==> config.mk <==
export PLATFORM = sky130hd
export DESIGN_NAME = apb_chimney
export DESIGN_NICKNAME = d
export VERILOG_FILES = /design/src/source/noc_pkg.sv /design/src/source/apb_chimney.sv
export SDC_FILE = /design/constraint.sdc
export NUM_CORES = 1
export LEC_CHECK = 0
export BUFFER_PORTS_ARGS = -buffer_cell sky130_fd_sc_hd__buf_2
export CAP_MARGIN = 15
export CORE_MARGIN = 3
export CORE_UTILIZATION = 29
export DETAILED_ROUTE_END_ITERATION = 8
export PLACE_DENSITY = 0.79
export RECOVER_POWER = 50
export SYNTH_ARGS = -nofsm -noshare
export SYNTH_HDL_FRONTEND = slang
export SYNTH_SLANG_ARGS = --single-unit
==> constraint.sdc <==
create_clock -name clk_i -period 1.7 [get_ports clk_i]
set_clock_uncertainty 0.05 [all_clocks]
set_input_delay 0.34 -clock clk_i [delete_from_list [all_inputs] [get_ports clk_i]]
set_output_delay 0.34 -clock clk_i [all_outputs]
set_load 0.005 [all_outputs]
==> src/source/noc_pkg.sv <==
// Shared definitions for the four-node, single-row network
// Node ids double as the column position, so routing is a plain compare
// FifoDepth must be a power of two since FIFO pointers wrap naturally

package noc_pkg;

  ////////////////////////////////////////////////////////////////////
  // Nodes and sizes
  ////////////////////////////////////////////////////////////////////

  typedef logic [1:0] node_id_t;

  localparam node_id_t NodeChimA = 2'd0;  // APB port A
  localparam node_id_t NodeRelay = 2'd1;  // Forwarding only
  localparam node_id_t NodeMem   = 2'd2;  // Shared memory
  localparam node_id_t NodeChimB = 2'd3;  // APB port B

  localparam int DataWidth   = 32;
  localparam int PaddrWidth  = 12;
  localparam int MemIdxWidth = 10;
  localparam int MemWords    = 256;  // Index at or above this is an error
  localparam int FifoDepth   = 2;
  localparam int NumPorts    = 3;    // West, East, Local

  // Router port index
  typedef enum logic [1:0] {
    West  = 2'd0,
    East  = 2'd1,
    Local = 2'd2
  } port_e;

  typedef enum logic {
    FlitReq = 1'b0,
    FlitRsp = 1'b1
  } flit_kind_e;

  ////////////////////////////////////////////////////////////////////
  // Flit layout
  ////////////////////////////////////////////////////////////////////

  typedef struct packed {
    logic                   write;
    logic [MemIdxWidth-1:0] idx;    // Word index, not byte address
    logic [DataWidth-1:0]   wdata;
  } req_payload_t;

  typedef struct packed {
    logic                   err;
    logic [DataWidth-1:0]   rdata;
    logic [MemIdxWidth-1:0] pad;    // Keeps both views at 43 bits
  } rsp_payload_t;

  // Same 43 bits, read by the kind field
  typedef union packed {
    req_payload_t req;
    rsp_payload_t rsp;
  } payload_u;

  typedef struct packed {
    flit_kind_e kind;
    node_id_t   src;
    node_id_t   dst;
    payload_u   payload;
  } flit_t;

endpackage

==> src/source/apb_chimney.sv <==
// APB completer that turns each transfer into one request flit to NodeMem
// Only one transfer is outstanding; pready follows the response by one cycle
// paddr bits 1:0 are ignored, all accesses are full words

`timescale 1ns/1ps

module apb_chimney (
  input  logic                             clk_i,
  input  logic                             reset_i,
  input  noc_pkg::node_id_t                node_id_i,
  // APB
  input  logic                             psel_i,
  input  logic                             penable_i,
  input  logic                             pwrite_i,
  input  logic [noc_pkg::PaddrWidth-1:0]   paddr_i,
  input  logic [noc_pkg::DataWidth-1:0]    pwdata_i,
  output logic [noc_pkg::DataWidth-1:0]    prdata_o,
  output logic                             pready_o,
  output logic                             pslverr_o,
  // Request to the router
  output noc_pkg::flit_t                   req_flit_o,
  output logic                             req_valid_o,
  input  logic                             req_ready_i,
  // Response from the router
  input  noc_pkg::flit_t                   rsp_flit_i,
  input  logic                             rsp_valid_i,
  output logic                             rsp_ready_o
);

  import noc_pkg::*;

  enum logic [1:0] {StIdle, StSend, StWait} state_q, state_d;

  logic                 pready_q, pslverr_q;
  logic [DataWidth-1:0] prdata_q;
  logic                 access, rsp_fire;

  // First access-phase cycle, not the completion cycle
  assign access = psel_i && penable_i && !pready_q;

  // APB holds address and data until pready, so the flit stays stable
  always_comb begin
    req_flit_o                     = '0;
    req_flit_o.kind                = FlitReq;
    req_flit_o.src                 = node_id_i;
    req_flit_o.dst                 = NodeMem;
    req_flit_o.payload.req.write   = pwrite_i;
    req_flit_o.payload.req.idx     = paddr_i[PaddrWidth-1:2];
    req_flit_o.payload.req.wdata   = pwdata_i;
  end

  always_comb begin
    state_d     = state_q;
    req_valid_o = 1'b0;
    unique case (state_q)
      StIdle: begin
        if (access) begin
          req_valid_o = 1'b1;  // Offered in the same cycle
          state_d     = req_ready_i ? StWait : StSend;
        end
      end
      StSend: begin
        req_valid_o = 1'b1;
        if (req_ready_i) state_d = StWait;
      end
      StWait: begin
        if (rsp_valid_i) state_d = StIdle;
      end
      default: state_d = StIdle;
    endcase
  end

  assign rsp_ready_o = (state_q == StWait);
  assign rsp_fire    = rsp_valid_i && rsp_ready_o;

  always_ff @(posedge clk_i) begin
    if (reset_i) begin
      state_q   <= StIdle;
      pready_q  <= 1'b0;
      pslverr_q <= 1'b0;
    end else begin
      state_q  <= state_d;
      pready_q <= rsp_fire;  // Single-cycle pulse
      if (rsp_fire) pslverr_q <= rsp_flit_i.payload.rsp.err;
    end
  end

  always_ff @(posedge clk_i) begin
    if (rsp_fire) prdata_q <= rsp_flit_i.payload.rsp.rdata;
  end

  assign prdata_o  = prdata_q;
  assign pready_o  = pready_q;
  assign pslverr_o = pslverr_q;

  a_pready_in_access: assert property (@(posedge clk_i) disable iff (reset_i)
    pready_o |-> psel_i && penable_i)
    else $error("chimney %0d: pready outside an access phase", node_id_i);

  // Routing must deliver only our own responses here
  a_rsp_is_ours: assert property (@(posedge clk_i) disable iff (reset_i)
    rsp_fire |-> rsp_flit_i.kind == FlitRsp && rsp_flit_i.dst == node_id_i)
    else $error("chimney %0d: foreign flit accepted", node_id_i);

endmodule

## After elaboration in Yosys (flattened, before gate mapping)

Index checks and enable logic that the tools add are counted.

| storage, ports and cells | value |
|---|---|
| register bits after elaboration | 36 |
| logic and storage cells | 22 |
| input bits | 101 |
| output and inout bits | 84 |

| cells by class | value |
|---|---|
| reduce and logical (&&, ||, !) cells | 6 |
| mux-type cells | 7 |
| equal/unequal tests | 5 |

Operators by type and width:

| cell | count |
|---|---|
| 2-to-1 mux 2 bit | 4 |
| != test 2 bit (second input constant) | 3 |
| one-hot mux 2 bit (3 select lines) | 1 |
| logical AND 1 bit | 3 |
| AND reduction 3 bit | 1 |
| == test 2 x 1 -> 1 bit (second input constant) | 1 |
| == test 2 bit (second input constant) | 1 |
| logical NOT 2 bit | 1 |
| one-hot mux 1 bit (2 select lines) | 1 |
| logical NOT 1 bit | 1 |
| 2-to-1 mux 1 bit | 1 |

## Logic depth before layout (Yosys ltp)

Gate-level depths: netlist of run 1.

| logic depth | value |
|---|---|
| depth in word-level cells | 4 |
| depth in mapped cells | 2 |
| depth with buffers taken out | 2 |

## Worst setup path before layout of run 1

OpenSTA, ideal clock, no wires.

| timing | value |
|---|---|
| path type | register to register |
| from | register state_q[1] (netlist name) |
| to | register prdata_q[0] (netlist: prdata_o[0]), enable pin |
| cell stages (with the launch flop) | 2 |
| arrival time | 1.301 ns |
| path buffers | 0 |
| path slack | -0.046 ns |
| setup time | 0.394 ns |
| clock period less this slack | 1.746 ns |
| data required time | 1.256 ns |
| path through | dfxtp_1 > and3b_1 |

| between the ends | value |
|---|---|
| word-level cells in the longest chain between the ends | 2 |

Ends and longest elaborated chain:

| element | RTL line | text |
|---|---|---|
| start, declared | apb_chimney.sv:32 | `enum logic [1:0] {StIdle, StSend, StWait} state_q, state_d;` |
| start signal, assigned | apb_chimney.sv:78 | `state_q <= StIdle;` |
| start signal, assigned | apb_chimney.sv:82 | `state_q <= state_d;` |
| == test 2 bit | apb_chimney.sv:73 | `assign rsp_ready_o = (state_q == StWait);` |
| logical AND 1 bit | apb_chimney.sv:74 | `assign rsp_fire = rsp_valid_i && rsp_ready_o;` |
| via rsp_fire | apb_chimney.sv:36 | `logic access, rsp_fire;` |
| end signal, assigned | apb_chimney.sv:89 | `if (rsp_fire) prdata_q <= rsp_flit_i.payload.rsp.rdata;` |
| end, declared | apb_chimney.sv:35 | `logic [DataWidth-1:0] prdata_q;` |

The timed path passes the listed nets, and every way through them passes these cells.
A chain may end at the register's enable or synchronous reset.

## Worst setup path after layout of run 1

| timing | value |
|---|---|
| from | register state_q[1] (netlist name) |
| to | output port req_valid_o |

| between the ends | value |
|---|---|
| word-level cells in the longest chain between the ends | 2 |
| elaborated cells on any way between the ends | 3 |
| classes of those cells | eq/ne (1); mux (1); reduce/logical (1) |

Ends and longest elaborated chain:

| element | RTL line | text |
|---|---|---|
| == test 2 x 1 -> 1 bit / logical NOT 2 bit (equally long branches) | apb_chimney.sv:55 | `unique case (state_q)` |
| one-hot mux 1 bit (2 select lines) (*) | apb_chimney.sv:55 |  |
| end, declared | apb_chimney.sv:22 | `output logic req_valid_o,` |

Mark *: on every way between the ends. The rest lies on a longest branch, timed or not.

==> results of run 1 <==
[critical path: stages, from the launching register on]
cell	delay, ns
dfxtp_1	0.45
nand4bb_4	0.20
o21ai_0	0.08
buf_2	0.13
[cell type report]
| class | instances | area share [%] |
|---|---|---|
| inverters | 1 | 0.212 |
| flip-flops and latches | 36 | 58.8 |
| repair buffers | 75 | 22.0 |
| well taps | 67 | 4.73 |
| multi-input cells | 16 | 7.92 |
| clock buffers | 5 | 3.89 |
| clock inverters | 3 | 2.40 |
[state kept, by name, indices dropped and copies added (netlist names)]
name and flops:
pslverr_o 1, prdata_o 32, pready_o 1, state_q 2
[cell usage in the layout (no fill, tap or decap), types with 2 or more instances in the layout]
cell,instances
buf_2,74
clkbuf_8,5
conb_1,3
dfxtp_1,4
edfxtp_1,32
nand2b_1,3
nor2b_1,2
[Yosys cell counts (2+ instances only)]
master    count  area, um2
nor2b_1       2       12.5
edfxtp_1     32        961
nand2b_1      3       18.8
conb_1        2       7.51
dfxtp_1       4       80.1
buf_4        48        360
[logic make-up (layout without fill, tap and decap cells)]
| family | Yosys count | count (layout) | synth area share [%] |
|---|---|---|---|
| mux | 1 | 1 | 0.650 |
| flops | 36 | 36 | 67.6 |
| compound gates | 3 | 3 | 1.87 |
| other cells | 2 | 3 | 0.488 |
| simple gates | 9 | 9 | 5.77 |
| buf+inv | 49 | 84 | 23.6 |
[worst max-delay path by stage]
| stage | endpoint | slack (ns) | cells past startpoint |
|---|---|---|---|
| after global routing | req_valid_o | 0.1 | 3 |
| after CTS | req_valid_o | 0.15 | 3 |
| after global placement | prdata_o[11]$_DFFE_PP_ | 0.31 | 2 |
| final | req_valid_o | 0.17 | 3 |
| after detailed placement | prdata_o[7]$_DFFE_PP_ | 0.28 | 2 |
| after floorplan | prdata_o[0]$_DFFE_PP_ | 0.30 | 1 |
[metrics by stage]
step                instance area [um2]  hold slack, ns
global route                       1770           0.163
floorplan                          1550           0.359
detailed placement                 1660           0.420
CTS                                1770           0.157
finish                             1770           0.176
global placement                   1660           0.407
[power by group]
part           leakage [nW]  switching, W  internal [W]
logic                 0.350     0.0000404     0.0000549
registers             0.322    0.00000712      0.000983
clock network        0.0541      0.000297      0.000434
total                 0.726      0.000345       0.00147
[routing by layer]
layer / part of all wire, % / wire length [um]
met4: 4.3 / 117
met2: 48 / 1300
met5: 0 / 0
met3: 11 / 310
met1: 37 / 997
==> reports/summary.md, run 1 <==
- **prevailing post-synth register cell** edfxtp_1
- **num rows** 25
- **routed wirelength normalized by instance count** 13.4 um
- **proportion of synthesized chip area in sequential cells** 67.6%
- **startpoint kind of the worst setup timing path** register
- **post-placement worst setup slack** 0.277 ns
- **clock insertion delay at the later pin of the skew report** 0.28 ns
- **Chip Height** 78.9 um
- **remaining number of nets flagged by the antenna check after routing** 0
- **global-route wire length before repair** 3780 um
- **via-per-instance ratio** 3.91
- **Crit Path Class** reg2out
- **Finish-stage setup viols** 0
- **GRT met2 Usage** 13.5%
- **register cell area after layout** 0.00104 mm2
- **Post-route DRC** 0
- **Hold Path End** prdata_o[19]$_DFFE_PP_
- **async set-reset flop share out of synthesis** 0%
- **Num Clock Sinks** 36
- **overall routed net length** 2720 um
- **overall power consumption** 0.00182 W
- **Synth Cell Area** 0.00154 mm2
- **first-pass iteration count of the detailed router** 2
- **clock-pin slew reported for the worst setup and hold paths after clock tree synthesis** 0.08 ns
- **Pleak** 0.726 nW
- **remaining global-route overflow** 0
- **setup bufs post-CTS** 0
- **area added between synthesis and finish** 14.9%
- **Inst Count DP** 195
- **Chip Width** 78.9 um
- **Maximum Capacitance Violations** 0
- **Crit. Startpoint** state_q[1]$_SDFFE_PP0P_
- **Syn Area/Cell** 15.4 um2
- **final worst-path cycle share** 90.2%
- **Final Hold Violating Endpoints** 0
- **TNS Setup** 0 ns
- **number of buffers created by CTS** 5
- **initial antenna violation count** 0
- **CP Capture Type** output port
- **met3 routing resource usage after global routing** 2.95%
- **boundary pin count** 185
- **fill cell total of the finished layout** 490
- **number of synthesized register bits** 36
- **arrival time of data at the critical path endpoint** 1.14 ns
- **Worst Path Required** 1.31 ns
- **reg2reg setup slack** 0.28 ns
- **pin count of the biggest net entering global routing** 28
- **number of pins exceeding their max-slew limit in the final report** 0
- **Clock Tree Root** clkbuf_8
- **hold path startpoint** rsp_flit_i[29]
- **largest fanout of any net on the critical path** 8
- **area taken by multi-input logic gates** 140 um2
- **routability cong.** 0.699
- **number of antenna diodes** 0
- **final core utilization** 36.1%
- **Gate Count Post-Synth** 100
- **effective utilization at floorplan** 31.4%
- **worst reg2reg path endpoint** prdata_o[2]$_DFFE_PP_
- **f_max** 652 MHz
- **maximum root-to-sink buffer count** 2
- **number of nets in the finished design** 236
- **via count of the first global-routing pass** 818
- **hold buffer count at CTS** 0
- **die outline area** 0.00622 mm2
- **number of synthesized flops with an enable pin** 32
- **non-filler cells, final** 203
- **VDD IR-drop max** 0.000265 V
- **number of H-tree levels** 2
- **synthesis warning total** 0
- **minimum setup slack in the final design** 0.166 ns
- **Final Critical Period** 1.53 ns
- **area inside the core boundary** 0.00491 mm2
- **Hold WC Path Type** in2reg
- **GRT Total Usage** 8.33%
- **count of cells along the worst register-to-register path** 2
- **RSZ-0062 raised after global routing** no
- **Starting DRT DRC Count** 30
- **M1 GR Usage** 8.12%
- **layout cells sized above 1** 63.2%
- **Resized Gates After CTS** 0
- **post-synth cell types** 15
- **CTS tree** done
- **GR peak layer** met2
- **result of the run** complete, no violations
- **input/output buffers** 74
- **vias** 793
- **power density normalized to cell area** 1030 mW/mm2
- **Worst Hold Path Cells** 1
- **Worst R2R Start** state_q[1]$_SDFFE_PP0P_
Note: power is estimated with default switching activity, not from simulation.
==> run 2: changes to the inputs <==
- CELL_PAD_IN_SITES_DETAIL_PLACEMENT: default -> 0
- CELL_PAD_IN_SITES_GLOBAL_PLACEMENT: default -> 1
- CORE_UTILIZATION: 29 -> 20
- CTS_CLUSTER_SIZE: default -> 40
- PLACE_DENSITY: 0.79 -> 0.8
- REMOVE_ABC_BUFFERS: default -> 1
==> reports/summary.md, run 2 (synthesized netlist as in run 1, its figures left out) <==
- **result of the run** complete, no violations
- **cell area after placement** 0.00170 mm2
- **sequential share of power** 54.7%
- **vias** 918
- **input/output buffers** 74
- **Clock Tree Root** clkbuf_8
- **maximum root-to-sink buffer count** 2
- **power density normalized to cell area** 1000 mW/mm2
- **Chip Width** 93.8 um
- **number of pins exceeding their max-slew limit in the final report** 0
- **cells along the critical path** nand4bb_4 -> o21ai_0 -> buf_2
- **number of buffers created by CTS** 5
- **Crit Path Class** reg2out
- **layout cells sized above 1** 61.8%
- **number of H-tree levels** 2
- **overall routed net length** 5100 um
- **initial antenna violation count** 0
- **Crit. Startpoint** state_q[1]$_SDFFE_PP0P_
- **remaining global-route overflow** 0
- **largest fanout of any net on the critical path** 8
- **fill cell total of the finished layout** 787
- **first-pass iteration count of the detailed router** 2
- **buffer and inverter count on the worst path** 1
- **Pleak** 0.728 nW
- **area inside the core boundary** 0.00737 mm2
- **Inst Count DP** 227
- **setup bufs post-CTS** 0
- **internal power contribution** 0.00147 W
- **CTS tree** done
- **Resized Gates After CTS** 0
- **final worst-path cycle share** 91.8%
- **HPWL after DPL** 4090 um
- **Chip Height** 93.8 um
- **Maximum Capacitance Violations** 0
- **area added between synthesis and finish** 17.2%
- **effective utilization at floorplan** 20.9%
- **Final Hold Violating Endpoints** 0
- **final std cell area, no fill** 0.00181 mm2
- **Worst R2R Start** state_q[1]$_SDFFE_PP0P_
- **via-per-instance ratio** 3.91
- **area taken by multi-input logic gates** 139 um2
- **largest stage delay on the critical path** 0.46 ns
- **f_max** 641 MHz
- **cell with the biggest individual delay on the critical path** dfxtp_1
- **pin count of the biggest net entering global routing** 33
- **Starting DRT DRC Count** 39
- **via count of the first global-routing pass** 949
- **number of flip-flops under the largest register name** 32
- **most frequent cells in the layout** 74 x buf_2, 32 x edfxtp_1, 5 x clkbuf_8, 4 x dfxtp_1
- **remaining number of nets flagged by the antenna check after routing** 0
- **CP Capture Type** output port
- **die outline area** 0.00879 mm2
- **Hold WC Path Type** in2reg
- **routed wirelength normalized by instance count** 21.7 um
- **count of cells along the worst register-to-register path** 2
- **GRT Total Usage** 11.0%
- **non-filler cells, final** 235
- **critical path depth** 3
- **destination of the critical timing path** req_valid_o
- **Sw Ratio** 18.7%
- **startpoint kind of the worst setup timing path** register
- **Post-route DRC** 0
- **hold buffer count at CTS** 0
- **most common library cell in the layout ignoring fill and taps** buf_2
- **num rows** 31
- **Finish-stage setup viols** 0
- **clock-pin slew reported for the worst setup and hold paths after clock tree synthesis** 0.07 ns
- **worst reg2reg path endpoint** prdata_o[1]$_DFFE_PP_
- **arrival time of data at the critical path endpoint** 1.17 ns
- **part of the power in the clock network** 40.0%
- **combinational cell fraction of total power** 5.3%
- **clock insertion delay at the later pin of the skew report** 0.28 ns
- **Worst Path Required** 1.31 ns
- **boundary pin count** 185
- **number of nets in the finished design** 236
- **overall power consumption** 0.00181 W
- **gate family responsible for the most delay along the worst path** flip-flops
- **Final Critical Period** 1.56 ns
- **routability cong.** 0.678
- **RSZ-0062 raised after global routing** no
- **register cell area after layout** 0.00104 mm2
- **Psw** 0.000338 W
- **VDD IR-drop max** 0.000301 V
- **global-route wire length before repair** 6580 um
- **number of antenna diodes** 0
- **Num Clock Sinks** 36
- **reg2reg setup slack** 0.34 ns
==> run 2: cell count changes in the layout (fill, tap and decap cells not counted), sizes merged <==
cell and delta:
clkinvlp -1, clkbuf +1
==> run 2: layout make-up <==
cell class | instances | area share [%]
clock inverter | 2 | 1.94
clock buffer | 6 | 4.02
inverter | 1 | 0.208
multi-input combinational | 16 | 7.69
tap | 99 | 6.86
sequential | 36 | 57.7
timing repair buffer | 75 | 21.6
==> run 2: how the worst min path moves through the flow <==
stage | from | to | slack, ns | depth (start not counted)
after floorplan | reset_i | state_q[0]$_SDFFE_PP0P_ | 0.36 | 1
after global placement | pslverr_o$_SDFFE_PP0P_ | pslverr_o$_SDFFE_PP0P_ | 0.42 | 2
after detailed placement | pslverr_o$_SDFFE_PP0P_ | pslverr_o$_SDFFE_PP0P_ | 0.43 | 2
after CTS | rsp_flit_i[20] | prdata_o[10]$_DFFE_PP_ | 0.16 | 1
after global routing | rsp_flit_i[10] | prdata_o[0]$_DFFE_PP_ | 0.16 | 1
final | rsp_flit_i[20] | prdata_o[10]$_DFFE_PP_ | 0.18 | 1
==> run 2: power by group through the flow <==
| stage | clock [W] | sequential, W | combinational (W) |
|---|---|---|---|
| after floorplan | 0 | 0.00101 | 0.0000229 |
| after global placement | 0 | 0.00101 | 0.0000940 |
| after detailed placement | 0 | 0.00101 | 0.0000988 |
| after CTS | 0.000759 | 0.000991 | 0.0000992 |
| after global routing | 0.000798 | 0.000992 | 0.000107 |
| final | 0.000725 | 0.000991 | 0.0000962 |
==> run 2: stage by stage <==
stage / hold WS, ns / TNS [ns] / util, % / setup slack (ns)
2_1_floorplan: 0.359 / -1.46 / - / -0.0456
3_3_place_gp: 0.415 / 0 / 23.0 / 0.381
3_5_place_dp: 0.427 / 0 / 23.0 / 0.372
4_1_cts: 0.163 / 0 / 24.5 / 0.141
5_1_grt: 0.164 / 0 / 24.5 / 0.0675
6_report: 0.179 / 0 / 24.5 / 0.139
==> run 2: routing by layer <==
| metal | vias up | GRT usage [%] | share of wire (%) |
|---|---|---|---|
| met5 | - | 7.05 | 1.3 |
| met4 | 2 | 4.21 | 1.5 |
| met3 | 6 | 12.2 | 24 |
| met2 | 134 | 11.3 | 33 |
| met1 | 414 | 13.1 | 40 |
| li1 | 362 | - | - |
==> run 2: worst register-to-register path, delay by kind of cell (launching register included) <==
family / cells / cell delay (ns)
DFF: 1 / 0.46
and+or+nand+nor: 1 / 0.30
buffers and inverters: 1 / 0.23
==> run 3: changes to the inputs <==
- BUFFER_PORTS_ARGS: -buffer_cell sky130_fd_sc_hd__buf_2 -> default
- CORE_AREA: default -> 3 3 71 73
- CORE_MARGIN: 3 -> default
- CORE_UTILIZATION: 20 -> default
- DIE_AREA: default -> 0 0 74 76
- DONT_BUFFER_PORTS: default -> 1
- PLACE_DENSITY: 0.8 -> 0.71
==> reports/summary.md, run 3 (synthesized netlist as in run 1, its figures left out) <==
- **result of the run** complete, no violations
- **cells along the critical path** nand4bb_4 -> o21ai_0
- **final worst-path cycle share** 86.3%
- **power density normalized to cell area** 1270 mW/mm2
- **via-per-instance ratio** 5.57
- **VDD IR-drop max** 0.000347 V
- **area inside the core boundary** 0.00441 mm2
- **fill cell total of the finished layout** 416
- **most common library cell in the layout ignoring fill and taps** edfxtp_1
- **worst reg2reg path endpoint** prdata_o[19]$_DFFE_PP_
- **CTS tree** done
- **hold buffer count at CTS** 0
- **buffer and inverter count on the worst path** 0
- **critical path depth** 2
- **routed wirelength normalized by instance count** 47.5 um
- **number of nets in the finished design** 162
- **Maximum Capacitance Violations** 0
- **minimum setup slack in the final design** 0.233 ns
- **Crit Path Class** reg2out
- **reg2reg setup slack** 0.43 ns
- **via count of the first global-routing pass** 680
- **maximum root-to-sink buffer count** 2
- **GRT Total Usage** 19.2%
- **Chip Height** 76 um
- **Final Critical Period** 1.47 ns
- **Post-route DRC** 0
- **remaining number of nets flagged by the antenna check after routing** 0
- **Clock Tree Root** clkbuf_8
- **largest stage delay on the critical path** 0.45 ns
- **arrival time of data at the critical path endpoint** 1.08 ns
- **Pleak** 0.430 nW
- **cell with the biggest individual delay on the critical path** dfxtp_1
- **global-route wire length before repair** 6840 um
- **post-placement worst setup slack** 0.442 ns
- **routability cong.** 0.729
- **initial antenna violation count** 2
- **f_max** 682 MHz
- **clock insertion delay at the later pin of the skew report** 0.28 ns
- **overall routed net length** 5460 um
- **layout cells sized above 1** 17.7%
- **setup bufs post-CTS** 0
- **input/output buffers** 0
- **startpoint kind of the worst setup timing path** register
- **Num Clock Sinks** 36
- **clock-pin slew reported for the worst setup and hold paths after clock tree synthesis** 0.07 ns
- **pin count of the biggest net entering global routing** 35
- **Chip Width** 74 um
- **largest fanout of any net on the critical path** 8
- **Final Hold Violating Endpoints** 0
- **die outline area** 0.00562 mm2
- **Resized Gates After CTS** 0
- **remaining global-route overflow** 0
- **vias** 640
- **num rows** 24
- **Hold WC Path Type** in2reg
- **first-pass iteration count of the detailed router** 4
- **most frequent cells in the layout** 32 x edfxtp_1, 5 x clkbuf_8, 4 x dfxtp_1, 3 x nand2b_1, 3 x conb_1
- **count of cells along the worst register-to-register path** 2
- **RSZ-0062 raised after global routing** no
- **number of buffers created by CTS** 5
- **area added between synthesis and finish** -10.2%
- **number of H-tree levels** 2
- **hold path startpoint** reset_i
- **Hold Path End** pready_o$_SDFF_PP0_
- **Starting DRT DRC Count** 55
- **final core utilization** 31.3%
- **Worst Hold Path Cells** 1
- **Worst Path Required** 1.31 ns
- **Finish-stage setup viols** 0
- **Worst R2R Start** state_q[1]$_SDFFE_PP0P_
- **number of flip-flops under the largest register name** 32
- **number of pins exceeding their max-slew limit in the final report** 0
- **effective utilization at floorplan** 34.9%
- **gate family responsible for the most delay along the worst path** flip-flops
- **boundary pin count** 185
- **Crit. Startpoint** state_q[1]$_SDFFE_PP0P_
- **CP Capture Type** output port
==> run 3: cell types whose count changed in the layout (fill, tap and decap cells not counted), sizes merged <==
cell      previous run  this run
buf                 75         1
clkbuf               6         5
clkinvlp             0         1
diode                0         1
==> run 3: layout make-up <==
type	instances	area, um2	share of cell area, %
diodes	1	2.50	0.181
clock buffers	5	68.8	4.98
well taps	52	65.1	4.71
inverters	1	3.75	0.271
repair buffers	1	20.0	1.45
multi-input cells	16	139	10.0
clock inverters	3	42.5	3.08
flip-flops and latches	36	1040	75.3
==> run 3: per-stage QoR <==
stage	total power, W	cell area, um2	TNS [ns]	std cells	hold WS, ns
3_3_place_gp	0.00105	1270	0	106	0.360
4_1_cts	0.00178	1380	0	114	0.0575
5_1_grt	0.00183	1380	0	114	0.0553
6_report	0.00176	1380	0	115	0.0678
3_5_place_dp	0.00105	1270	0	106	0.364
2_1_floorplan	0.00104	1180	-1.46	53	0.359
==> run 3: worst max-delay path by stage <==
stage / slack, ns / endpoint
floorplan: -0.05 / prdata_o[0]$_DFFE_PP_
global placement: 0.47 / prdata_o[14]$_DFFE_PP_
detailed placement: 0.44 / prdata_o[14]$_DFFE_PP_
CTS: 0.22 / req_valid_o
global route: 0.13 / req_valid_o
finish: 0.23 / req_valid_o
==> run 3: where the power goes <==
| group | total [W] | switching, W | internal (W) |
|---|---|---|---|
| Combinational | 0.0000308 | 0.0000172 | 0.0000136 |
| Clock | 0.000733 | 0.000300 | 0.000434 |
| Sequential | 0.000997 | 0.0000125 | 0.000984 |
| Total | 0.00176 | 0.000329 | 0.00143 |
==> run 3: layer usage <==
layer / wire [um] / share of wire [%] / global-route usage [%]
met5: 40 / 0.73 / 5.05
met4: 48 / 0.88 / 4.71
met3: 1880 / 34 / 31.3
met2: 2040 / 37 / 22.6
met1: 1450 / 27 / 16.1
