$ cat src/source/noc_pkg.sv
// Shared definitions for the four-node, single-row network
// Node ids double as the column position, so routing is a plain compare
// FifoDepth must be a power of two since FIFO pointers wrap naturally

package noc_pkg;

  ////////////////////////////////////////////////////////////////////
  // Nodes and sizes
  ////////////////////////////////////////////////////////////////////

  typedef logic [1:0] node_id_t;

  localparam node_id_t NodeChimA = 2'd0;  // APB port A
  localparam node_id_t NodeRelay = 2'd1;  // Forwarding only
  localparam node_id_t NodeMem   = 2'd2;  // Shared memory
  localparam node_id_t NodeChimB = 2'd3;  // APB port B

  localparam int DataWidth   = 32;
  localparam int PaddrWidth  = 12;
  localparam int MemIdxWidth = 10;
  localparam int MemWords    = 256;  // Index at or above this is an error
  localparam int FifoDepth   = 2;
  localparam int NumPorts    = 3;    // West, East, Local

  // Router port index
  typedef enum logic [1:0] {
    West  = 2'd0,
    East  = 2'd1,
    Local = 2'd2
  } port_e;

  typedef enum logic {
    FlitReq = 1'b0,
    FlitRsp = 1'b1
  } flit_kind_e;

  ////////////////////////////////////////////////////////////////////
  // Flit layout
  ////////////////////////////////////////////////////////////////////

  typedef struct packed {
    logic                   write;
    logic [MemIdxWidth-1:0] idx;    // Word index, not byte address
    logic [DataWidth-1:0]   wdata;
  } req_payload_t;

  typedef struct packed {
    logic                   err;
    logic [DataWidth-1:0]   rdata;
    logic [MemIdxWidth-1:0] pad;    // Keeps both views at 43 bits
  } rsp_payload_t;

  // Same 43 bits, read by the kind field
  typedef union packed {
    req_payload_t req;
    rsp_payload_t rsp;
  } payload_u;

  typedef struct packed {
    flit_kind_e kind;
    node_id_t   src;
    node_id_t   dst;
    payload_u   payload;
  } flit_t;

endpackage

$ cat src/source/noc_router.sv
// Three-port router (West, East, Local) for a single row of nodes
// Routing compares the destination id with node_id_i, so ids must grow eastwards
// Output valid and flit are combinational from the FIFO heads, ready_o is registered

`timescale 1ns/1ps

module noc_router (
  input  logic              clk_i,
  input  logic              reset_i,
  input  noc_pkg::node_id_t node_id_i,
  // West link
  input  noc_pkg::flit_t    west_flit_i,
  input  logic              west_valid_i,
  output logic              west_ready_o,
  output noc_pkg::flit_t    west_flit_o,
  output logic              west_valid_o,
  input  logic              west_ready_i,
  // East link
  input  noc_pkg::flit_t    east_flit_i,
  input  logic              east_valid_i,
  output logic              east_ready_o,
  output noc_pkg::flit_t    east_flit_o,
  output logic              east_valid_o,
  input  logic              east_ready_i,
  // Local link
  input  noc_pkg::flit_t    local_flit_i,
  input  logic              local_valid_i,
  output logic              local_ready_o,
  output noc_pkg::flit_t    local_flit_o,
  output logic              local_valid_o,
  input  logic              local_ready_i
);

  import noc_pkg::*;

  flit_t               in_flit   [NumPorts];
  flit_t               head_flit [NumPorts];
  flit_t               out_flit  [NumPorts];
  port_e               head_port [NumPorts];
  port_e               out_gnt   [NumPorts];
  logic [NumPorts-1:0] in_valid, in_ready, head_valid, pop;
  logic [NumPorts-1:0] out_valid, out_ready;
  logic                live_q;  // Holds all ready outputs low for the first cycle

  function automatic port_e route(node_id_t dst, node_id_t id);
    if (dst < id) return West;
    if (dst > id) return East;
    return Local;
  endfunction

  function automatic port_e next_port(port_e p);
    return (p == Local) ? West : port_e'(p + 2'd1);
  endfunction

  // Gather the loose ports into arrays by port index
  assign in_flit[West]   = west_flit_i;
  assign in_flit[East]   = east_flit_i;
  assign in_flit[Local]  = local_flit_i;
  assign in_valid        = {local_valid_i, east_valid_i, west_valid_i};
  assign out_ready       = {local_ready_i, east_ready_i, west_ready_i};
  assign west_ready_o    = in_ready[West];
  assign east_ready_o    = in_ready[East];
  assign local_ready_o   = in_ready[Local];
  assign west_flit_o     = out_flit[West];
  assign east_flit_o     = out_flit[East];
  assign local_flit_o    = out_flit[Local];
  assign west_valid_o    = out_valid[West];
  assign east_valid_o    = out_valid[East];
  assign local_valid_o   = out_valid[Local];

  always_ff @(posedge clk_i) begin
    if (reset_i) live_q <= 1'b0;
    else         live_q <= 1'b1;
  end

  //////////////////////////////////////////////////////////////////////
  // Input FIFOs
  //////////////////////////////////////////////////////////////////////

  for (genvar p = 0; p < NumPorts; p++) begin : g_in
    flit_t                          mem_q [FifoDepth];  // Payload only, no reset
    logic [$clog2(FifoDepth)-1:0]   wr_ptr_q, rd_ptr_q;
    logic [$clog2(FifoDepth+1)-1:0] cnt_q;
    logic                           push;

    assign in_ready[p]   = live_q && (cnt_q != FifoDepth);
    assign push          = in_valid[p] && in_ready[p];
    assign head_valid[p] = (cnt_q != '0);
    assign head_flit[p]  = mem_q[rd_ptr_q];
    assign head_port[p]  = route(mem_q[rd_ptr_q].dst, node_id_i);

    always_ff @(posedge clk_i) begin
      if (reset_i) begin
        wr_ptr_q <= '0;
        rd_ptr_q <= '0;
        cnt_q    <= '0;
      end else begin
        if (push)   wr_ptr_q <= wr_ptr_q + 1'b1;
        if (pop[p]) rd_ptr_q <= rd_ptr_q + 1'b1;
        if (push && !pop[p])      cnt_q <= cnt_q + 1'b1;
        else if (!push && pop[p]) cnt_q <= cnt_q - 1'b1;
      end
    end

    always_ff @(posedge clk_i) begin
      if (push) mem_q[wr_ptr_q] <= in_flit[p];
    end

    // A write into a full FIFO lands on the unread head slot
    a_no_overflow: assert property (@(posedge clk_i) disable iff (reset_i)
      head_valid[p] && !pop[p] |=> head_valid[p] && $stable(head_flit[p]))
      else $error("router %0d: input FIFO %0d written while full", node_id_i, p);
  end

  //////////////////////////////////////////////////////////////////////
  // Output arbiters
  //////////////////////////////////////////////////////////////////////

  for (genvar o = 0; o < NumPorts; o++) begin : g_out
    logic [NumPorts-1:0] req;
    port_e               prio_q;      // Input with top priority
    port_e               lock_gnt_q;
    port_e               gnt;
    logic                lock_q;      // Output stalled last cycle

    // Never send a flit back where it came from
    always_comb begin
      for (int i = 0; i < NumPorts; i++) begin
        req[i] = head_valid[i] && (i != o) && (head_port[i] == port_e'(o));
      end
    end

    always_comb begin
      int idx;
      idx = 0;
      gnt = prio_q;
      // Walk backwards so the input nearest to prio_q wins
      for (int k = NumPorts - 1; k >= 0; k--) begin
        idx = (int'(prio_q) + k) % NumPorts;
        if (req[idx]) gnt = port_e'(idx);
      end
      if (lock_q) gnt = lock_gnt_q;  // Stalled flit keeps the output
    end

    assign out_valid[o] = |req;
    assign out_flit[o]  = head_flit[gnt];
    assign out_gnt[o]   = gnt;

    always_ff @(posedge clk_i) begin
      if (reset_i) begin
        prio_q     <= West;
        lock_gnt_q <= West;
        lock_q     <= 1'b0;
      end else begin
        lock_q     <= out_valid[o] && !out_ready[o];
        lock_gnt_q <= gnt;
        if (out_valid[o] && out_ready[o]) prio_q <= next_port(gnt);
      end
    end

    a_stall_stable: assert property (@(posedge clk_i) disable iff (reset_i)
      out_valid[o] && !out_ready[o] |=> out_valid[o] && $stable(out_flit[o]))
      else $error("router %0d: output %0d changed while stalled", node_id_i, o);
  end

  // Each head routes to exactly one output, so at most one grant pops it
  always_comb begin
    pop = '0;
    for (int o = 0; o < NumPorts; o++) begin
      if (out_valid[o] && out_ready[o]) pop[out_gnt[o]] = 1'b1;
    end
  end

endmodule

$ cat config.mk
export PLATFORM = sky130hd
export DESIGN_NAME = noc_router
export DESIGN_NICKNAME = d
export VERILOG_FILES = /design/src/source/noc_pkg.sv /design/src/source/noc_router.sv
export SDC_FILE = /design/constraint.sdc
export NUM_CORES = 1
export LEC_CHECK = 0
export CAP_MARGIN = 10
export CORE_MARGIN = 2
export CORE_UTILIZATION = 40
export CTS_BUF_LIST = sky130_fd_sc_hd__clkbuf_16
export DETAILED_ROUTE_END_ITERATION = 6
export DONT_BUFFER_PORTS = 1
export GPL_ROUTABILITY_DRIVEN = 0
export PLACE_DENSITY_LB_ADDON = 0.25
export SLEW_MARGIN = 10
export SYNTH_ARGS = -nofsm -noshare
export SYNTH_HDL_FRONTEND = slang
export SYNTH_SLANG_ARGS = --single-unit
$ cat constraint.sdc
create_clock -name clk_i -period 7.4 [get_ports clk_i]
set_input_delay 1.85 -clock clk_i [delete_from_list [all_inputs] [get_ports clk_i]]
set_output_delay 1.85 -clock clk_i [all_outputs]
set_load 0.1 [all_outputs]
# --- Yosys cells after proc, flatten, opt, wreduce, memory -nomap -nowiden ---
# Memories as Yosys holds them, arrays and structs flattened. A register that Yosys moved wholly into a read port is not among the register bits.
# Cells that the tools add are included.
word_totals:
  regBits: 28
  mem_bits_rw: 288
  inputBits: 154
  output_inout_bits: 150
  elab_cells: 238
  mem_count: 3
classes:
  addsub: 21
  div: 9
  magnitude_cmp: 24
  eq_ne: 10
  muxes: 100
  bitwise_logic: 5
  reduce_logical: 47
mem_list:
  columns: ["memory", "words", "word_bits", "rd", "rd_clocked_by_memory_dff", "wr", "line_no", "text"]
  rows:
  - ["g_in[0].mem_q", 2, 48, 1, 1, 1, "noc_router.sv:81", "flit_t mem_q [FifoDepth];"]
  - ["g_in[1].mem_q", 2, 48, 1, 1, 1, "noc_router.sv:81", null]
  - ["g_in[2].mem_q", 2, 48, 1, 1, 1, "noc_router.sv:81", null]
ops:
  columns: ["operator", "n"]
  rows:
  - ["binary-select mux 48 bit (select 2 bit)", 3]
  - ["< comparator 32 x 4 -> 1 bit (second input constant)", 9]
  - ["two-way mux 48 bit", 6]
  - ["modulo 32 x 3 -> 32 bit (second input constant)", 6]
  - ["modulo 3 x 3 -> 32 bit (second input constant)", 3]
  - ["two-way mux 2 bit", 33]
  - ["two-way mux 1 bit", 43]
  - ["logical AND 1 bit", 27]
  - ["binary-select mux 1 bit (select 2 bit)", 9]
  - ["adder 2 x 1 -> 2 bit (second input constant)", 6]
  - ["nonzero test 2 bit", 6]
  - ["equality test 2 bit (second input constant)", 5]
  - ["adder 2 x 1 -> 3 bit (second input constant)", 3]
  - ["adder 2 x 2 -> 3 bit (second input constant)", 3]
  - [">= comparator 3 bit (second input constant)", 3]
  - ["zero test 1 bit", 9]
  - ["< comparator 2 x 3 -> 1 bit (second input constant)", 3]
  - ["two-way mux 3 bit", 3]
  - ["NOT 2 -> 3 bit", 3]
  - ["adder 1 bit (second input constant)", 6]
  - ["demux 1 bit (select 2 bit)", 3]
  - [">= comparator 2 x 1 -> 1 bit (second input constant)", 3]
  - ["greater-than comparator 2 bit", 3]
  - ["< comparator 2 bit", 3]
  - ["6 further kinds", 15]

# --- Depth between registers and ports, before layout ---
# Gate-level depths: netlist of the first run.
logic_depth:
  ltp_word: 26
  mapped_depth: 17
  ltp_nobuf: 13

# --- Worst setup path after synthesis of the first run ---
# No wires, ideal clock.
synth_path:
  kind: "input to output"
  from: "input node_id_i[1]"
  to: "output east_flit_o[10] (netlist name)"
  arrival_time_ns: 5.869
  required_ns: 5.550
  slack_ns: -0.319
  stages: 10
  path_buffers: 3
  path_cell_list: "inv_1 ha_1 nor2b_2 o21ai_1 nor3_1 o311a_1 buf_2 buf_2 buf_2 o31ai_1"
synth_rtl:
  columns: ["item", "line_no", "text"]
  rows:
  - ["from (decl)", "noc_router.sv:10", "input noc_pkg::node_id_t node_id_i,"]
  - ["to (decl)", "noc_router.sv:22", "output noc_pkg::flit_t east_flit_o,"]

==> flow_summary.ini, run 1 <==
[global_routing]
grt.met2_usage_pct = 37.8
grt_max_degree = 76
grt_pass1_wl_mm = 67.1
grt_overflow = 0
grt_usage_pct = 22.9
antenna_found_initial = 2
gr-max-usage-layer = met2
global_route.usage.met1_pct = 27.8
global_route.usage.met3_pct = 7.03
number_of_global_route_vias_before_repair = 11169

[timing]
max_slew_margin_pct = 23.4
period_share_pct = 89.5
achievable-frequency_ghz = 0.151
layout_min_cycle_time_ns = 6.62
totalNegativeSetupSlack_ns = 0
rsz0062_at_grt = no
final-setup-viol-count = 0
worst_setup_slack_final_ns = 0.780
slew_viols_final = 0
whs_ns = 0.480
finalHoldViolations = 0
finClkSkew_ns = 0.0258
worst-slew-pin-transition_ns = 1.15

[synth]
yosysUniqueCellTypes = 58
yosys.cell_count.top_type = sky130_fd_sc_hd__edfxtp_1
syn_inst = 1241
post_synth.cell_area_avg_um2 = 12.2
mappedNetlistArea_um2 = 15100
synth_largest_area_cell = sky130_fd_sc_hd__edfxtp_1
synth.area.top_cells = sky130_fd_sc_hd__edfxtp_1 (57%), sky130_fd_sc_hd__mux2i_1 (6.6%), sky130_fd_sc_hd__dfxtp_1 (4.1%)
synth_sequential_area_ratio_pct = 61.4
yosysWarningCount = 0
synth.top_cells.by_count = sky130_fd_sc_hd__edfxtp_1 (288), sky130_fd_sc_hd__nand2_1 (112), sky130_fd_sc_hd__o21ai_0 (104), sky130_fd_sc_hd__mux2i_1 (99), sky130_fd_sc_hd__nor2_1 (76)
synth_flop_cell = sky130_fd_sc_hd__edfxtp_1
synth.ff_latch_count = 319
synth_async_sr_flop_share_pct = 0
postSynthNetCount = 1410
yosysTopAreaCellShare_pct = 57.3
synth-edff-count = 288

[cells_and_area]
fraction_of_final_layout_cells_sized_beyond_drive_strength_1_pct = 32.7
area.growth.synth_to_final_pct = 27.6
finalNetCount = 1527
fillerInstances = 3182
final_area_um2 = 19300

[clock_tree]
ctsRootBufferMaster = sky130_fd_sc_hd__clkbuf_16
htree_num_levels = 2
max-clock-path-buffers = 3
cts-hold-fix-buffers = 0
tritoncts = built
clkSlewWorstSetupHoldPaths_ns = 0.06
clk_latency_ns = 0.55
cts_inserted_buffers = 39
cts.sink_count = 319
post_cts.resized_instances = 0
post_cts_buffers = 0

[setup_path]
cp_data_arrival_time_ns = 4.77
max_stage_delay_ns = 0.81
crit_path_end_kind = output port
ff2ff_setup_slack_ns = 2.52
worst-r2r-cell-count = 12
worst-path-buf-inv = 3
logic_depth_of_the_worst_setup_path_including_buffers = 11
critical_path.startpoint_type = input port
rr_endpoint = g_in[0].cnt_q[1]
path_cells = inv_1, ha_1, o211ai_1, nor3_1, a21oi_1, mux2i_1, a31o_2, buf_4, or3_1, o21ai_2, buf_4
cpMaxStageDelayCell = sky130_fd_sc_hd__a31o_2
critPathTopFamily = compound AO/OA/AOI/OAI gates
timing.critical_path.mode_cell = sky130_fd_sc_hd__buf_4
critPathKind = input port to output port
cp_max_fo = 29
timing.critical_path.required_ns = 5.55

[routing]
drt-pass1-iter-count = 7
route.detailed.drc = 0
drtAntennaViolNets = 0
via_per_inst = 5.77
detail_route.iter0.violations = 790
wl_per_cell_um = 23.8
via_count = 10955
detail_route.wirelength_mm = 45.2

[worst_hold_path]
timing.hold.worst.class = register to register
min-delay-start = g_out[0].prio_q[1]
holdPathEnd = g_out[0].prio_q[1]
holdPathStages = 2

[floorplan]
core_area_um2 = 37400
die_h_um = 198
floorplan.die.width_um = 198
die_area_um2 = 39300
start_util_pct = 40.4
row_count = 71
top_level_pins = 304

[placed_design]
detailed_place_hpwl_mm = 28.8
detailed_place.area_um2 = 18000
dp_worst_setup_slack_ns = 0.830
portBuffers = 0

[flow_run]
cap_viol_max_count = 0

[run_status]
outcome = completed
[layer usage]
layer	part of all wire, %	vias to the layer above
met5	0.042	-
met2	48	443
met1	40	5406
li1	-	4998
met3	8.2	106
met4	3.8	2
[cell type report]
type	count	area, um2	area share, %
Clock inverter	30	234	1.22
Inverter	30	113	0.585
Clock buffer	40	1000	5.20
Timing Repair Buffer	170	1390	7.21
Antenna cell	2	5.00	0.0260
Tap cell	511	639	3.32
Sequential cell	319	9280	48.2
Multi-Input combinational cell	798	6600	34.3
[sequential cells by signal (all words and copies together) (netlist names), named ones only]
register          flops
live_q                1
g_out.prio_q          6
g_in.rd_ptr_q         3
g_in.wr_ptr_q         3
g_in.cnt_q            6
g_out.lock_q          3
g_in.mem_q          288
g_out.lock_gnt_q      6
[worst max path at each step]
stage / from / end / slack [ns]
finish: node_id_i[1] / local_flit_o[15] / 0.78
global route: register / east_flit_o[23] / 0.57
CTS: node_id_i[1] / local_flit_o[15] / 0.83
detailed placement: node_id_i[1] / local_flit_o[15] / 0.83
global placement: node_id_i[1] / local_flit_o[15] / 0.90
floorplan: node_id_i[1] / east_flit_o[10] / -0.32
[cells in the final DEF (no fill, tap or decap), types with 4 or more instances in the layout]
cell type	netlist	routed
sky130_fd_sc_hd__nand2_1	112	111
sky130_fd_sc_hd__o21ai_0	104	57
sky130_fd_sc_hd__dfxtp_1	31	28
sky130_fd_sc_hd__inv_1	30	34
sky130_fd_sc_hd__o22ai_2	0	48
sky130_fd_sc_hd__ha_1	15	15
sky130_fd_sc_hd__mux2_1	6	6
sky130_fd_sc_hd__mux2i_1	99	99
sky130_fd_sc_hd__nand2b_1	4	4
sky130_fd_sc_hd__o211ai_1	50	50
sky130_fd_sc_hd__nor2_4	0	6
sky130_fd_sc_hd__clkinv_2	0	6
sky130_fd_sc_hd__buf_12	0	9
sky130_fd_sc_hd__clkbuf_16	0	40
sky130_fd_sc_hd__o31ai_4	0	48
sky130_fd_sc_hd__nor2b_1	6	6
sky130_fd_sc_hd__or3_1	51	51
sky130_fd_sc_hd__clkinv_1	0	10
sky130_fd_sc_hd__buf_4	1	161
sky130_fd_sc_hd__nor3_1	7	7
sky130_fd_sc_hd__edfxtp_1	288	288
sky130_fd_sc_hd__a21oi_1	59	59
sky130_fd_sc_hd__o21ai_2	0	48
sky130_fd_sc_hd__xor2_1	6	6
sky130_fd_sc_hd__nor2_1	76	70
sky130_fd_sc_hd__nor2_2	4	4
sky130_fd_sc_hd__mux2_2	49	49
[worst reg2reg max path, cell delays in order, from the launching register on]
cell and delay, ns:
sky130_fd_sc_hd__dfxtp_4 0.70, sky130_fd_sc_hd__mux2i_1 0.51, sky130_fd_sc_hd__inv_1 0.10, sky130_fd_sc_hd__ha_1 0.30, sky130_fd_sc_hd__nor2b_2 0.20, sky130_fd_sc_hd__o21ai_1 0.39, sky130_fd_sc_hd__nand2_1 0.76, sky130_fd_sc_hd__nand2_1 0.42
sky130_fd_sc_hd__nor3b_1 0.12, sky130_fd_sc_hd__a211oi_2 0.48, sky130_fd_sc_hd__ha_1 0.36, sky130_fd_sc_hd__or3_1 0.35, sky130_fd_sc_hd__a21oi_1 0.14
[per-stage QoR]
step | utilization [%] | std cells
after floorplan | - | 1241
after global placement | 48.2 | 1828
after detailed placement | 48.2 | 1828
after CTS | 51.5 | 1898
after global routing | 51.5 | 1898
final | 51.5 | 1900
[cells by family (layout without fill, tap and decap cells)]
family	Yosys count	count (layout)	share of synthesized area, %
AO/OA/AOI/OAI	342	342	14.2
XOR/XNOR	9	9	0.522
adder cells (fa/ha/maj)	15	15	1.24
buffers and inverters	124	270	3.32
flip-flops	319	319	61.4
multiplexers	154	154	10.7
other	0	2	0
AND/OR/NAND/NOR	278	278	8.61
Power of run 1 is not shown: default switching activity piles up to over one toggle a cycle in this logic, so the estimate is an artifact.
==> run 2: changes to the inputs <==
--- a/config.mk
+++ b/config.mk
@@ -13,6 +13,7 @@
 export DONT_BUFFER_PORTS = 1
 export GPL_ROUTABILITY_DRIVEN = 0
 export PLACE_DENSITY_LB_ADDON = 0.25
+export REMOVE_ABC_BUFFERS = 1
 export SLEW_MARGIN = 10
 export SYNTH_ARGS = -nofsm -noshare
 export SYNTH_HDL_FRONTEND = slang
==> run 2 against run 1 <==
Net effect:
- register-to-register slack hardly changed
- worst hold slack worse by 0.0025 ns
- final area is 0.62% lower
- wire length is 0.26% lower
- final cell count is 0.21% lower
- setup slack better by 0.051 ns
- count of clock-buffer cells in the layout is 3 lower
- die area stayed put
- highest routed layer unchanged
==> flow_summary.ini, run 2 (synthesis gave the netlist of run 1 again) <==
[timing]
worst_setup_slack_final_ns = 0.831
finalHoldViolations = 0
finClkSkew_ns = 0.0133
max_slew_margin_pct = 32.3
slew_viols_final = 0
achievable-frequency_ghz = 0.152
worst-slew-pin-transition_ns = 1.01
final-setup-viol-count = 0
rsz0062_at_grt = no
period_share_pct = 88.8
layout_min_cycle_time_ns = 6.57

[setup_path]
critPathLaunch = node_id_i[1]
crit_path_end_kind = output port
critical_path.startpoint_type = input port
timing.critical_path.required_ns = 5.55
cp_max_fo = 75
cp_data_arrival_time_ns = 4.72
critPathKind = input port to output port

[placed_design]
portBuffers = 0
detailed_place_hpwl_mm = 28.6
dp_worst_setup_slack_ns = 0.865
detailed_place.area_um2 = 18000

[floorplan]
start_util_pct = 40.4
top_level_pins = 304
die_area_um2 = 39300
die_h_um = 198
row_count = 71
core_area_um2 = 37400
floorplan.die.width_um = 198

[routing]
drtAntennaViolNets = 0
route.detailed.drc = 0
detail_route.wirelength_mm = 45.1
via_count = 10846
drt-pass1-iter-count = 6
wl_per_cell_um = 23.8
via_per_inst = 5.72
detail_route.iter0.violations = 658

[global_routing]
grt_max_degree = 100
number_of_global_route_vias_before_repair = 10717
grt_pass1_wl_mm = 65.2
grt_usage_pct = 22.5
grt_overflow = 0
antenna_found_initial = 2

[cells_and_area]
largest_register_ff_count = 288
registers.top_by_ff_count = g_in.mem_q
area.growth.synth_to_final_pct = 26.8
finalNetCount = 1528
fillerInstances = 3153
layout_common_cells = sky130_fd_sc_hd__edfxtp_1 (288), sky130_fd_sc_hd__buf_4 (164), sky130_fd_sc_hd__nand2_1 (111)
mostFrequentLayoutCell = sky130_fd_sc_hd__edfxtp_1
num_antenna_cells = 0
final_area_um2 = 19100
fraction_of_final_layout_cells_sized_beyond_drive_strength_1_pct = 32.3

[clock_tree]
htree_num_levels = 2
cts.sink_count = 319
post_cts_buffers = 0
cts-hold-fix-buffers = 0
ctsRootBufferMaster = sky130_fd_sc_hd__clkbuf_16
post_cts.resized_instances = 0
clkSlewWorstSetupHoldPaths_ns = 0.06
clk_latency_ns = 0.54
cts_inserted_buffers = 37
max-clock-path-buffers = 3
tritoncts = built

[worst_hold_path]
min-delay-start = g_out[0].prio_q[1]
timing.hold.worst.class = register to register

[flow_run]
cap_viol_max_count = 0

[run_status]
outcome = completed
==> run 2: through the flow <==
step | hold WS (ns) | std cells | utilization, % | TNS (ns)
floorplan | 0.447 | 1147 | - | -301.65
finish | 0.477 | 1896 | 51.2 | 0
CTS | 0.477 | 1896 | 51.2 | 0
global placement | 0.458 | 1831 | 48.2 | 0
global route | 0.525 | 1896 | 51.2 | 0
detailed placement | 0.469 | 1831 | 48.2 | 0
==> run 2: critical path, stage by stage <==
cell	delay (ns)
sky130_fd_sc_hd__inv_1	0.09
sky130_fd_sc_hd__ha_1	0.23
sky130_fd_sc_hd__nor2b_1	0.09
sky130_fd_sc_hd__nor3_4	0.31
sky130_fd_sc_hd__o21bai_1	0.14
sky130_fd_sc_hd__a221o_4	0.69
sky130_fd_sc_hd__buf_12	0.32
sky130_fd_sc_hd__or3_1	0.41
sky130_fd_sc_hd__o21ai_2	0.09
sky130_fd_sc_hd__buf_4	0.32
==> run 2: cell type report <==
type	instances	area, um2	share of cell area, %
Inverter	30	113	0.588
Clock buffer	37	926	4.84
Clock inverter	28	169	0.883
Tap cell	511	639	3.34
Multi-Input combinational cell	798	6600	34.5
Timing Repair Buffer	173	1410	7.38
Sequential cell	319	9280	48.5
==> run 2: worst paths after layout <==
check | endpoint | cells after the start | slack [ns]
max | local_flit_o[21] | 10 | 0.83
min reg2reg | g_out[0].prio_q[1] | 2 | 0.48
min | g_out[0].prio_q[1] | 2 | 0.48
max reg2reg | g_in[0].cnt_q[1] | 12 | 2.52
==> run 2: per-layer routing <==
metal	routed length, um	GRT usage [%]
met1	18500	28.2
met2	21300	36.4
met3	4170	7.43
met4	1130	8.33
met5	30	0
Power of run 2 is left out for the same reason.
==> run 3: changes to the inputs <==
--- a/config.mk
+++ b/config.mk
@@ -7,7 +7,7 @@
 export LEC_CHECK = 0
 export CAP_MARGIN = 10
 export CORE_MARGIN = 2
-export CORE_UTILIZATION = 40
+export CORE_UTILIZATION = 45
 export CTS_BUF_LIST = sky130_fd_sc_hd__clkbuf_16
 export DETAILED_ROUTE_END_ITERATION = 6
 export DONT_BUFFER_PORTS = 1
==> constraint.sdc (replaced) <==
create_clock -name clk_i -period 7.7 [get_ports clk_i]
set_input_delay 1.925 -clock clk_i [delete_from_list [all_inputs] [get_ports clk_i]]
set_output_delay 1.925 -clock clk_i [all_outputs]
set_load 0.1 [all_outputs]
==> run 3 against run 2 <==
Net effect:
- worst hold slack improved by 0.0052 ns
- final area decreased by 0.77%
- wire length decreased by 4.4%
- core utilization increased by 5.9 points
- die area decreased by 11%
- first-iteration DRC count decreased by 2.4%
- count of clock-buffer cells in the layout unchanged
- register-to-register slack improved by 0.53 ns
- via count decreased by 0.24%
- global-route usage increased by 1.6 points
- clock skew increased by 0.0081 ns
- flip-flop and latch count unchanged
- critical endpoint is now west_flit_o[0]
- largest cell class unchanged
==> flow_summary.ini, run 3 (synthesis gave the netlist of run 1 again) <==
[setup_path]
cpMaxStageDelayCell = sky130_fd_sc_hd__nand2_4
critPathTopFamily = simple AND/OR/NAND/NOR gates
critPathKind = input port to output port
worst-r2r-cell-count = 12
worst-path-buf-inv = 2
ff2ff_setup_slack_ns = 3.05
max_stage_delay_ns = 0.59
logic_depth_of_the_worst_setup_path_including_buffers = 9
rr_endpoint = g_in[0].cnt_q[1]
crit_path_end_kind = output port
timing.critical_path.required_ns = 5.78
cp_data_arrival_time_ns = 4.73
critPathLaunch = node_id_i[1]
critical_path.startpoint_type = input port
path_cells = inv_1, ha_1, nor2b_2, or4_4, o221ai_1, o21ai_0, nand2_4, o22ai_2, buf_4
cp_max_fo = 48
crit_end = west_flit_o[0]

[clock_tree]
tritoncts = built
clk_latency_ns = 0.51
cts-hold-fix-buffers = 0
max-clock-path-buffers = 3
clkSlewWorstSetupHoldPaths_ns = 0.05
ctsRootBufferMaster = sky130_fd_sc_hd__clkbuf_16
htree_num_levels = 2
cts.sink_count = 319
cts_inserted_buffers = 37
post_cts.resized_instances = 0
post_cts_buffers = 0

[routing]
top_layer_used = met5
m1WireLength_mm = 16.4
wl_per_cell_um = 23.5
drtAntennaViolNets = 0
drt-pass1-iter-count = 5
via_per_inst = 5.91
via_count = 10820
wl_met2_mm = 21.1
detail_route.wirelength_mm = 43.1
route.detailed.drc = 0
route.met3.wl_mm = 3.99
detail_route.iter0.violations = 642

[cells_and_area]
registers.top_by_ff_count = g_in.mem_q
area.growth.synth_to_final_pct = 25.8
finalNetCount = 1528
fraction_of_final_layout_cells_sized_beyond_drive_strength_1_pct = 32.2
final_util_pct = 57.1
largest_register_ff_count = 288
mostFrequentLayoutCell = sky130_fd_sc_hd__edfxtp_1
layout_common_cells = sky130_fd_sc_hd__edfxtp_1 (288), sky130_fd_sc_hd__buf_4 (167), sky130_fd_sc_hd__nand2_1 (111)

[floorplan]
core_area_um2 = 33300
die_h_um = 187
top_level_pins = 304
start_util_pct = 45.3
die_area_um2 = 35000
row_count = 67
floorplan.die.width_um = 187

[global_routing]
antenna_found_initial = 2
grt_pass1_wl_mm = 64.5
grt_overflow = 0
number_of_global_route_vias_before_repair = 10966
grt_usage_pct = 24.1
grt_max_degree = 81

[timing]
worst-slew-pin-transition_ns = 0.977
final-setup-viol-count = 0
slew_viols_final = 0
achievable-frequency_ghz = 0.150
finClkSkew_ns = 0.0214
layout_min_cycle_time_ns = 6.66
finalHoldViolations = 0
period_share_pct = 86.4
rsz0062_at_grt = no
max_slew_margin_pct = 34.9

[run_status]
outcome = completed

[worst_hold_path]
timing.hold.worst.class = register to register
holdPathStages = 2

[placed_design]
detailed_place_hpwl_mm = 28.0
portBuffers = 0

[flow_run]
cap_viol_max_count = 0
run 3: area by class of cell:
type	count	area, um2
Tap cell	448	561
Antenna cell	3	7.51
Clock buffer	37	926
Timing Repair Buffer	173	1370
Fill cell	2722	14300
Sequential cell	319	9280
Inverter	30	113
Clock inverter	24	133
Multi-Input combinational cell	798	6600
run 3: per-stage QoR:
step           TNS, ns  worst slack, ns  instances  area, um2  hold WS (ns)
2_1_floorplan  -268.88            -2.14       1147      14700         0.447
3_3_place_gp         0             1.16       1768      17900         0.460
3_5_place_dp         0             1.07       1768      17900         0.480
4_1_cts              0             1.06       1829      19000         0.487
5_1_grt              0            0.823       1830      19000         0.505
6_report             0             1.04       1832      19000         0.483
run 3: worst min-delay path by stage:
stage | end | startpoint | slack, ns
3_5_place_dp | g_out[0].prio_q[1] | g_out[0].prio_q[1] | 0.48
6_report | g_out[0].prio_q[1] | g_out[0].prio_q[1] | 0.48
4_1_cts | g_out[0].prio_q[1] | g_out[0].prio_q[1] | 0.49
2_1_floorplan | g_out[0].prio_q[1] | g_out[0].prio_q[1] | 0.45
5_1_grt | g_out[0].prio_q[1] | g_out[0].prio_q[1] | 0.51
3_3_place_gp | g_out[0].prio_q[1] | g_out[0].prio_q[1] | 0.46
run 3: worst register-to-register path: cells and delay by family (launching register included):
family                   cells  cell delay, ns
flip-flops                   1            0.65
multiplexers                 1            0.42
AND/OR/NAND/NOR              5            1.83
buffers and inverters        1            0.11
adder cells (fa/ha/maj)      2            0.64
AO/OA/AOI/OAI                3            0.95
run 3: metal layers:
metal	track usage, %	vias to the layer above
li1	-	4987
met3	8.16	99
met2	41.4	422
met1	27.9	5310
met4	9.58	2
met5	0	-
Power of run 3 is left out for the same reason.
